[src/design/dbg_mon_pkg.sv]
package dbg_mon_pkg;

  // ------------------------------
  // Sizes
  // ------------------------------
  localparam int NUM_HARTS = 4;
  localparam int HART_W    = 2;
  localparam int XLEN      = 32;
  localparam int CNT_W     = 16;

  // One hart owns a block of 8 words on the host bus
  localparam int OFFS_W = 3;
  localparam int ADR_W  = HART_W + OFFS_W;

  // ------------------------------
  // Instruction encodings
  // ------------------------------
  localparam logic [31:0] EBREAK_OPCODE  = 32'h0010_0073;
  // Compressed form sits in the low half, upper half zero
  localparam logic [31:0] CEBREAK_OPCODE = 32'h0000_9002;
  localparam logic [31:0] DRET_OPCODE    = 32'h7B20_0073;

  // ------------------------------
  // Register map
  // ------------------------------
  localparam logic [OFFS_W-1:0] REG_CTRL     = 3'd0;
  localparam logic [OFFS_W-1:0] REG_TDATA2   = 3'd1;
  localparam logic [OFFS_W-1:0] REG_STATUS   = 3'd2;
  localparam logic [OFFS_W-1:0] REG_DPC      = 3'd3;
  localparam logic [OFFS_W-1:0] REG_ENTRIES  = 3'd4;
  localparam logic [OFFS_W-1:0] REG_ILL_DRET = 3'd5;

  // Control word fields
  localparam int CTRL_STEP_BIT    = 0;
  localparam int CTRL_EBREAKM_BIT = 1;
  localparam int CTRL_TRIG_EN_BIT = 2;

  // ------------------------------
  // Types
  // ------------------------------
  typedef enum logic [1:0] {
    CLS_OTHER,
    CLS_EBREAK,
    CLS_CEBREAK,
    CLS_DRET
  } insn_class_e;

  // Same numbering as the dcsr.cause field
  typedef enum logic [2:0] {
    CAUSE_NONE    = 3'd0,
    CAUSE_EBREAK  = 3'd1,
    CAUSE_TRIGGER = 3'd2,
    CAUSE_HALTREQ = 3'd3,
    CAUSE_STEP    = 3'd4
  } dbg_cause_e;

  typedef enum logic {
    ST_RUNNING,
    ST_HALTED
  } dbg_state_e;

  // Retired instruction as seen on the shared trace port
  typedef struct packed {
    logic              valid;
    logic              err;
    logic [HART_W-1:0] hart;
    logic [XLEN-1:0]   pc;
    logic [XLEN-1:0]   next_pc;
    logic [31:0]       instr;
  } trace_beat_t;

  // Decoded beat for one hart
  typedef struct packed {
    logic            valid;
    logic [XLEN-1:0] pc;
    logic [XLEN-1:0] next_pc;
    insn_class_e     cls;
  } hart_beat_t;

  typedef struct packed {
    logic            step;
    logic            ebreakm;
    logic            trig_en;
    logic [XLEN-1:0] tdata2;
  } hart_cfg_t;

  typedef struct packed {
    dbg_state_e       state;
    dbg_cause_e       cause;
    logic [XLEN-1:0]  dpc;
    logic [CNT_W-1:0] entries;
    logic [CNT_W-1:0] ill_drets;
  } hart_status_t;

endpackage : dbg_mon_pkg
[src/design/dbg_mon_top.sv]
module dbg_mon_top (
  input  logic                                cov_assert_if,
  input  logic                                arst_n_i,
  input  dbg_mon_pkg::trace_beat_t            trace_i,
  input  logic [dbg_mon_pkg::NUM_HARTS-1:0]   haltreq_i,
  input  logic                                wb_cyc_i,
  input  logic                                wb_stb_i,
  input  logic                                wb_we_i,
  input  logic [dbg_mon_pkg::ADR_W-1:0]       wb_adr_i,
  input  logic [dbg_mon_pkg::XLEN-1:0]        wb_dat_i,
  output logic [dbg_mon_pkg::XLEN-1:0]        wb_dat_o,
  output logic                                wb_ack_o
);

  dbg_mon_pkg::hart_beat_t   beats  [dbg_mon_pkg::NUM_HARTS];
  dbg_mon_pkg::hart_cfg_t    cfg    [dbg_mon_pkg::NUM_HARTS];
  dbg_mon_pkg::hart_status_t status [dbg_mon_pkg::NUM_HARTS];

  trace_router u_router (
    .cov_assert_if (cov_assert_if),
    .arst_n_i      (arst_n_i),
    .trace_i       (trace_i),
    .beats_o       (beats)
  );

  // One tracker per hart
  for (genvar g = 0; g < dbg_mon_pkg::NUM_HARTS; g++) begin : g_hart
    hart_debug_tracker u_tracker (
      .cov_assert_if (cov_assert_if),
      .arst_n_i      (arst_n_i),
      .beat_i        (beats[g]),
      .cfg_i         (cfg[g]),
      .haltreq_i     (haltreq_i[g]),
      .status_o      (status[g])
    );
  end

  dbg_mon_regs u_regs (
    .cov_assert_if (cov_assert_if),
    .arst_n_i      (arst_n_i),
    .wb_cyc_i      (wb_cyc_i),
    .wb_stb_i      (wb_stb_i),
    .wb_we_i       (wb_we_i),
    .wb_adr_i      (wb_adr_i),
    .wb_dat_i      (wb_dat_i),
    .wb_dat_o      (wb_dat_o),
    .wb_ack_o      (wb_ack_o),
    .status_i      (status),
    .cfg_o         (cfg)
  );

endmodule : dbg_mon_top

[src/design/dbg_mon_regs.sv]
module dbg_mon_regs (
  input  logic                            cov_assert_if,
  input  logic                            arst_n_i,
  input  logic                            wb_cyc_i,
  input  logic                            wb_stb_i,
  input  logic                            wb_we_i,
  input  logic [dbg_mon_pkg::ADR_W-1:0]   wb_adr_i,
  input  logic [dbg_mon_pkg::XLEN-1:0]    wb_dat_i,
  output logic [dbg_mon_pkg::XLEN-1:0]    wb_dat_o,
  output logic                            wb_ack_o,
  input  dbg_mon_pkg::hart_status_t       status_i [dbg_mon_pkg::NUM_HARTS],
  output dbg_mon_pkg::hart_cfg_t          cfg_o [dbg_mon_pkg::NUM_HARTS]
);

  logic                              ack_q;
  logic [dbg_mon_pkg::XLEN-1:0]      dat_q;
  logic                              req;
  logic [dbg_mon_pkg::HART_W-1:0]    hart_sel;
  logic [dbg_mon_pkg::OFFS_W-1:0]    offs;
  logic [dbg_mon_pkg::XLEN-1:0]      rd_data;
  dbg_mon_pkg::hart_cfg_t            cfg_q [dbg_mon_pkg::NUM_HARTS];

  // ------------------------------
  // Bus decode
  // ------------------------------
  // The cycle after ack is dead so a held strobe is not taken twice
  assign req      = wb_cyc_i && wb_stb_i && !ack_q;
  assign hart_sel = wb_adr_i[dbg_mon_pkg::ADR_W-1:dbg_mon_pkg::OFFS_W];
  assign offs     = wb_adr_i[dbg_mon_pkg::OFFS_W-1:0];

  always_ff @(posedge cov_assert_if or negedge arst_n_i) begin
    if (!arst_n_i) begin
      ack_q <= 1'b0;
    end else begin
      ack_q <= req;
    end
  end

  // ------------------------------
  // Configuration registers
  // ------------------------------
  always_ff @(posedge cov_assert_if or negedge arst_n_i) begin
    if (!arst_n_i) begin
      for (int h = 0; h < dbg_mon_pkg::NUM_HARTS; h++) begin
        cfg_q[h] <= '0;
      end
    end else if (req && wb_we_i) begin
      case (offs)
        dbg_mon_pkg::REG_CTRL: begin
          cfg_q[hart_sel].step    <= wb_dat_i[dbg_mon_pkg::CTRL_STEP_BIT];
          cfg_q[hart_sel].ebreakm <= wb_dat_i[dbg_mon_pkg::CTRL_EBREAKM_BIT];
          cfg_q[hart_sel].trig_en <= wb_dat_i[dbg_mon_pkg::CTRL_TRIG_EN_BIT];
        end
        dbg_mon_pkg::REG_TDATA2: begin
          cfg_q[hart_sel].tdata2 <= wb_dat_i;
        end
        // Status words are read only
        default: begin
        end
      endcase
    end
  end

  assign cfg_o = cfg_q;

  // ------------------------------
  // Read mux
  // ------------------------------
  always_comb begin
    rd_data = '0;
    case (offs)
      dbg_mon_pkg::REG_CTRL: begin
        rd_data[dbg_mon_pkg::CTRL_STEP_BIT]    = cfg_q[hart_sel].step;
        rd_data[dbg_mon_pkg::CTRL_EBREAKM_BIT] = cfg_q[hart_sel].ebreakm;
        rd_data[dbg_mon_pkg::CTRL_TRIG_EN_BIT] = cfg_q[hart_sel].trig_en;
      end
      dbg_mon_pkg::REG_TDATA2: begin
        rd_data = cfg_q[hart_sel].tdata2;
      end
      dbg_mon_pkg::REG_STATUS: begin
        // State in bit 0, dcsr-style cause above it
        rd_data[0]   = status_i[hart_sel].state;
        rd_data[3:1] = status_i[hart_sel].cause;
      end
      dbg_mon_pkg::REG_DPC: begin
        rd_data = status_i[hart_sel].dpc;
      end
      dbg_mon_pkg::REG_ENTRIES: begin
        rd_data[dbg_mon_pkg::CNT_W-1:0] = status_i[hart_sel].entries;
      end
      dbg_mon_pkg::REG_ILL_DRET: begin
        rd_data[dbg_mon_pkg::CNT_W-1:0] = status_i[hart_sel].ill_drets;
      end
      default: begin
      end
    endcase
  end

  // Captured with the request so data lines up with ack
  always_ff @(posedge cov_assert_if) begin
    if (req) begin
      dat_q <= rd_data;
    end
  end

  assign wb_dat_o = dat_q;
  assign wb_ack_o = ack_q;

  a_ack_single_cycle: assert property (
    @(posedge cov_assert_if) disable iff (!arst_n_i)
    ack_q |=> !ack_q
  ) else $error("dbg_mon_regs: ack held for two cycles");

endmodule : dbg_mon_regs

[src/design/hart_debug_tracker.sv]
module hart_debug_tracker (
  input  logic                      cov_assert_if,
  input  logic                      arst_n_i,
  input  dbg_mon_pkg::hart_beat_t   beat_i,
  input  dbg_mon_pkg::hart_cfg_t    cfg_i,
  input  logic                      haltreq_i,
  output dbg_mon_pkg::hart_status_t status_o
);

  dbg_mon_pkg::dbg_state_e          state_q;
  dbg_mon_pkg::dbg_cause_e          cause_q;
  logic [dbg_mon_pkg::XLEN-1:0]     dpc_q;
  logic [dbg_mon_pkg::CNT_W-1:0]    entries_q;
  logic [dbg_mon_pkg::CNT_W-1:0]    ill_drets_q;

  logic                             is_ebreak;
  logic                             is_dret;
  logic                             trig_hit;
  dbg_mon_pkg::dbg_cause_e          cause_sel;
  logic [dbg_mon_pkg::XLEN-1:0]     entry_dpc;

  // ------------------------------
  // Instruction and trigger match
  // ------------------------------
  assign is_ebreak = (beat_i.cls == dbg_mon_pkg::CLS_EBREAK) ||
                     (beat_i.cls == dbg_mon_pkg::CLS_CEBREAK);
  assign is_dret   = (beat_i.cls == dbg_mon_pkg::CLS_DRET);

  // Address trigger on the retiring pc
  assign trig_hit  = cfg_i.trig_en && (beat_i.pc == cfg_i.tdata2);

  // ------------------------------
  // Cause priority
  // ------------------------------
  // Trigger beats ebreak, ebreak beats haltreq, haltreq beats step.
  // Haltreq is only sampled when this hart retires an instruction
  always_comb begin
    if (trig_hit) begin
      cause_sel = dbg_mon_pkg::CAUSE_TRIGGER;
    end else if (is_ebreak && cfg_i.ebreakm) begin
      cause_sel = dbg_mon_pkg::CAUSE_EBREAK;
    end else if (haltreq_i) begin
      cause_sel = dbg_mon_pkg::CAUSE_HALTREQ;
    end else if (cfg_i.step) begin
      cause_sel = dbg_mon_pkg::CAUSE_STEP;
    end else begin
      cause_sel = dbg_mon_pkg::CAUSE_NONE;
    end
  end

  // Trigger and ebreak halt before the instruction, the others after it
  always_comb begin
    if ((cause_sel == dbg_mon_pkg::CAUSE_TRIGGER) ||
        (cause_sel == dbg_mon_pkg::CAUSE_EBREAK)) begin
      entry_dpc = beat_i.pc;
    end else begin
      entry_dpc = beat_i.next_pc;
    end
  end

  // ------------------------------
  // Debug state
  // ------------------------------
  always_ff @(posedge cov_assert_if or negedge arst_n_i) begin
    if (!arst_n_i) begin
      state_q     <= dbg_mon_pkg::ST_RUNNING;
      cause_q     <= dbg_mon_pkg::CAUSE_NONE;
      dpc_q       <= '0;
      entries_q   <= '0;
      ill_drets_q <= '0;
    end else if (beat_i.valid) begin
      if (state_q == dbg_mon_pkg::ST_RUNNING) begin
        if (cause_sel != dbg_mon_pkg::CAUSE_NONE) begin
          state_q   <= dbg_mon_pkg::ST_HALTED;
          cause_q   <= cause_sel;
          dpc_q     <= entry_dpc;
          entries_q <= entries_q + 1'b1;
        end else if (is_dret) begin
          // dret outside debug mode is illegal
          ill_drets_q <= ill_drets_q + 1'b1;
        end
      end else if (is_dret) begin
        // Resume; cause and dpc stay readable for the host
        state_q <= dbg_mon_pkg::ST_RUNNING;
      end
      // Any other beat while halted is ignored, ebreak included
    end
  end

  assign status_o.state     = state_q;
  assign status_o.cause     = cause_q;
  assign status_o.dpc       = dpc_q;
  assign status_o.entries   = entries_q;
  assign status_o.ill_drets = ill_drets_q;

  // ------------------------------
  // Assertions
  // ------------------------------
  a_halted_has_cause: assert property (
    @(posedge cov_assert_if) disable iff (!arst_n_i)
    (state_q == dbg_mon_pkg::ST_HALTED) |-> (cause_q != dbg_mon_pkg::CAUSE_NONE)
  ) else $error("hart_debug_tracker: halted without a debug cause");

endmodule : hart_debug_tracker

[src/design/trace_router.sv]
module trace_router (
  input  logic                     cov_assert_if,
  input  logic                     arst_n_i,
  input  dbg_mon_pkg::trace_beat_t trace_i,
  output dbg_mon_pkg::hart_beat_t  beats_o [dbg_mon_pkg::NUM_HARTS]
);

  dbg_mon_pkg::insn_class_e            cls;
  logic [dbg_mon_pkg::NUM_HARTS-1:0]   hit;
  logic [dbg_mon_pkg::NUM_HARTS-1:0]   valid_q;
  logic [dbg_mon_pkg::XLEN-1:0]        pc_q;
  logic [dbg_mon_pkg::XLEN-1:0]        next_pc_q;
  dbg_mon_pkg::insn_class_e            cls_q;

  // ------------------------------
  // Decode
  // ------------------------------
  // A faulted fetch never counts as a debug instruction
  always_comb begin
    if (trace_i.err) begin
      cls = dbg_mon_pkg::CLS_OTHER;
    end else if (trace_i.instr == dbg_mon_pkg::EBREAK_OPCODE) begin
      cls = dbg_mon_pkg::CLS_EBREAK;
    end else if (trace_i.instr == dbg_mon_pkg::CEBREAK_OPCODE) begin
      cls = dbg_mon_pkg::CLS_CEBREAK;
    end else if (trace_i.instr == dbg_mon_pkg::DRET_OPCODE) begin
      cls = dbg_mon_pkg::CLS_DRET;
    end else begin
      cls = dbg_mon_pkg::CLS_OTHER;
    end
  end

  // One-hot slot select from the hart tag
  always_comb begin
    hit = '0;
    if (trace_i.valid) begin
      hit[trace_i.hart] = 1'b1;
    end
  end

  // ------------------------------
  // Output stage
  // ------------------------------
  always_ff @(posedge cov_assert_if or negedge arst_n_i) begin
    if (!arst_n_i) begin
      valid_q <= '0;
    end else begin
      valid_q <= hit;
    end
  end

  // Only one slot is valid per cycle, so all slots share one payload
  always_ff @(posedge cov_assert_if) begin
    if (trace_i.valid) begin
      pc_q      <= trace_i.pc;
      next_pc_q <= trace_i.next_pc;
      cls_q     <= cls;
    end
  end

  always_comb begin
    for (int h = 0; h < dbg_mon_pkg::NUM_HARTS; h++) begin
      beats_o[h].valid   = valid_q[h];
      beats_o[h].pc      = pc_q;
      beats_o[h].next_pc = next_pc_q;
      beats_o[h].cls     = cls_q;
    end
  end

  a_one_slot_valid: assert property (
    @(posedge cov_assert_if) disable iff (!arst_n_i)
    $onehot0(valid_q)
  ) else $error("trace_router: more than one hart beat valid");

endmodule : trace_router

[config.mk]
export PLATFORM = sky130hd
export DESIGN_NAME = dbg_mon_top
export DESIGN_NICKNAME = d
export VERILOG_FILES = /design/src/design/dbg_mon_pkg.sv /design/src/design/dbg_mon_top.sv /design/src/design/dbg_mon_regs.sv /design/src/design/hart_debug_tracker.sv /design/src/design/trace_router.sv
export SDC_FILE = /design/constraint.sdc
export NUM_CORES = 1
export LEC_CHECK = 0
export BUFFER_PORTS_ARGS = -buffer_cell sky130_fd_sc_hd__buf_2
export CAP_MARGIN = 40
export CORE_AREA = 5 5 215 217
export CTS_CLUSTER_DIAMETER = 50
export DETAILED_ROUTE_END_ITERATION = 12
export DIE_AREA = 0 0 220 222
export GPL_ROUTABILITY_DRIVEN = 0
export GPL_TIMING_DRIVEN = 1
export PLACE_DENSITY = 0.81
export SETUP_SLACK_MARGIN = 0.1
export SLEW_MARGIN = 20
export SYNTH_ARGS = -nofsm -noshare
export SYNTH_HDL_FRONTEND = slang
export SYNTH_SLANG_ARGS = --single-unit
[constraint.sdc]
create_clock -name cov_assert_if -period 3.9 [get_ports cov_assert_if]
set_clock_uncertainty 0.15 [all_clocks]
set_input_delay 0.585 -clock cov_assert_if [delete_from_list [all_inputs] [get_ports cov_assert_if]]
set_output_delay 0.585 -clock cov_assert_if [all_outputs]
set_load 0.1 [all_outputs]
==> flow_summary_export.csv <==
group,metric,value,unit
global_route,grt_remaining_overflow,0,
clock_tree,cts_max_path_buffers,3,
clock_tree,cts_tree,"done",
final_layout,n_fill_cell,2958,
hold_path,min_to,"u_router.pc_q[26]",
clock_tree,post-cts-setup-buffer-count,0,
worst_setup_path,worst_r2r_endpoint,"g_hart[0].u_tracker.ill_drets_q[1]",
clock_tree,htree_levels,2,
global_route,grt_max_degree,93,
timing,max_freq,0.294,GHz
worst_setup_path,path_max_fanout,21,
worst_setup_path,crit_arrival,3770,ps
run,cap_violations,0,
die,die_h,222,um
power,swShare,0.293,
clock_tree,path_clk_slew,70,ps
worst_setup_path,start_kind,"flip-flop",
worst_setup_path,reg2reg_depth,7,
timing,fin_crit_sh,0.873,
hold_path,min_path_cells,1,
power,leakagePower,12.9,nW
worst_setup_path,crit_required,4260,ps
timing,slew_headroom,0.460,
worst_setup_path,end_kind,"flip-flop",
yosys,synthCells,2174,
timing,finalSetupViolCount,0,
yosys,ys_warn_count,0,
clock_tree,clock_latency,650,ps
final_layout,drive_gt1_frac,0.292,
yosys,synth-edff-count,98,
die,row_count,77,
power,ir_worst_vdd,0.000409,V
power,pwr-share-clk,0.344,
placement,dp_hpwl,57.8,mm
placement,dp_cells,2834,
yosys,synth_area,26500,sq um
worst_setup_path,worst-r2r-setup-slack,490,ps
route,drc,0,
final_layout,final_cells,3005,
power,switchingPower,4.59,mW
run_status,outcome,"completed",
die,boundaryPins,179,
timing,tightest_slew,810,ps
die,initial_utilization,0.604,
route,avgRoutedWirePerCell,28.7,um
final_layout,final_core_util,0.698,
yosys,synth-seq-area-share,0.504,
route,drtIter0Drc,3274,
global_route,grt_pass1_vias,21620,
die,dieArea,48800,sq um
yosys,synth.distinct_cells,54,
timing,period_minus_slack,3410,ps
yosys,synth-seq-cells,515,
timing,hold_viol,0,
power,internal_power,11.1,mW
route,vias,21062,
clock_tree,cts-buffers-inserted,56,
die,coreArea,43900,sq um
worst_setup_path,worstReg2RegStart,"u_router.pc_q[30]",
hold_path,worstHoldPathType,"in -> reg",
power,power-per-cell-area,511,nW/um^2
die,fp.dieW,220,um
final_layout,regArea,13400,sq um
route,antenna_left,0,
final_layout,nets,2518,
timing,drv_slew,0,
power,sequentialPowerShare,0.466,
yosys,async_flop_share,0.810,
yosys,syn_avg_cell_area,12.2,sq um
power,total_power,15.7,mW
clock_tree,ctsResizeCount,0,
global_route,antenna_found_initial,7,
yosys,synth_nets,2329,
hold_path,min-delay-start,"trace_i[90]",
route,drt_wl_total,86.3,mm
final_layout,syn_to_final_growth,15.6,%
final_layout,final_cell_mix,"dfrtp_1, mux2_2, buf_2, nand2_1, xnor2_1",
route,vias_per_cell,7.01,
placement,io_buffer_count,178,
final_layout,layout_commonest_cell,"dfrtp_1",
timing,tns,0,ps
final_layout,multi_input_area,12300,sq um
clock_tree,root_buffer,"clkbuf_16",
timing,rsz0062_at_grt,"false",
power,combPwrFrac,0.190,
route,drt_pass1_iterations,6,
worst_setup_path,critPathKind,"reg -> reg",
global_route,track_usage,0.351,
clock_tree,clkSinkCount,515,
global_route,grt_pass1_wl,131,mm
yosys,synthFlopType,"dfrtp_1",
[flip-flops by register name, indices dropped and copies added (netlist names)]
| signal | flops |
|---|---|
| u_regs.wb_ack_o | 1 |
| g_hart.u_tracker.cause_q | 12 |
| u_router.valid_q | 4 |
| u_regs.cfg_o | 140 |
| g_hart.u_tracker.entries_q | 64 |
| u_regs.wb_dat_o | 32 |
| u_router.cls_q | 2 |
| u_router.next_pc_q | 32 |
| g_hart.u_tracker.dpc_q | 128 |
| g_hart.u_tracker.ill_drets_q | 64 |
| u_router.pc_q | 32 |
| g_hart.u_tracker.state_q | 4 |
[Yosys cell counts (all sizes together), types with 33 or more instances]
library cell    n  area, sq um
xor2           88          771
o21ai          79          395
mux2          214         2410
nand3          72          360
clkbuf         92          345
a21oi          59          310
edfxtp         98         2940
mux4          105         2360
buf            87          488
nor2           65          244
dfrtp         417        10400
nand2         164          616
nand4          62          388
and3           36          225
a31oi          33          206
nor3           62          310
xnor2         159         1400
[layout make-up]
type                            instances  area share
Antenna cell                            6    0.000490
Tap cell                              592      0.0242
Sequential cell                       515       0.436
Clock inverter                         27     0.00939
Inverter                               12     0.00147
Timing Repair Buffer                  310      0.0750
Clock buffer                           75      0.0507
Multi-Input combinational cell       1468       0.402
[layer usage]
| layer | global-route usage | vias to the layer above | part of all wire |
|---|---|---|---|
| met5 | 0 | - | 0.00038 |
| li1 | - | 8503 | - |
| met2 | 0.543 | 1679 | 0.47 |
| met1 | 0.457 | 10410 | 0.34 |
| met3 | 0.0909 | 466 | 0.12 |
| met4 | 0.191 | 4 | 0.070 |
[critical path: stages, from the launching register on]
cell and delay [ps]:
edfxtp_1 530, xnor2_1 650, nand4_1 300, nor4_1 500, nand4_1 320, buf_4 330
nand2_1 140, mux2_2 330
[per-stage QoR]
step / setup slack (ps) / hold WS (ps) / area [sq um]
after global placement: 622 / 302 / 28000
after CTS: 501 / 2.38 / 30600
final: 494 / 7.81 / 30700
after detailed placement: 537 / 308 / 28200
after floorplan: 374 / 139 / 26500
after global routing: 423 / 3.69 / 30700
[worst max path at each step]
| stage | cells past startpoint | slack (ps) | startpoint | endpoint |
|---|---|---|---|---|
| after global placement | 8 | 620 | u_router.pc_q[25] | g_hart[2].u_tracker.dpc_q[17] |
| final | 7 | 490 | u_router.pc_q[30] | g_hart[0].u_tracker.ill_drets_q[1] |
| after floorplan | 7 | 370 | u_regs.wb_ack_o | u_regs.cfg_o[10] |
| after global routing | 7 | 420 | u_router.pc_q[25] | g_hart[2].u_tracker.entries_q[13] |
| after CTS | 7 | 500 | u_router.pc_q[25] | g_hart[2].u_tracker.entries_q[11] |
| after detailed placement | 7 | 540 | u_router.pc_q[25] | g_hart[2].u_tracker.entries_q[11] |
[power by group through the flow]
stage / logic, mW / clock network [mW] / registers [mW]
floorplan: 1.96 / 0 / 7.12
global placement: 2.70 / 0 / 7.26
detailed placement: 2.84 / 0 / 7.34
CTS: 2.91 / 5.36 / 7.26
global route: 3.15 / 5.60 / 7.39
finish: 2.97 / 5.38 / 7.30
[cell families after synthesis]
logic type | count (synthesis) | share of synthesized area
flip-flops | 515 | 0.504
AND/OR/NAND/NOR | 551 | 0.104
buffers and inverters | 191 | 0.0331
AO/OA/AOI/OAI | 336 | 0.0895
multiplexers | 325 | 0.182
XOR/XNOR | 247 | 0.0819
adder cells (fa/ha/maj) | 9 | 0.00425
[repair_timing]
item	CTS	global route
endpoints found under the setup margin	0	0
hold endpoints to repair	141	1
hold buffers	59	1
Note: power is estimated with default switching activity, not from simulation.
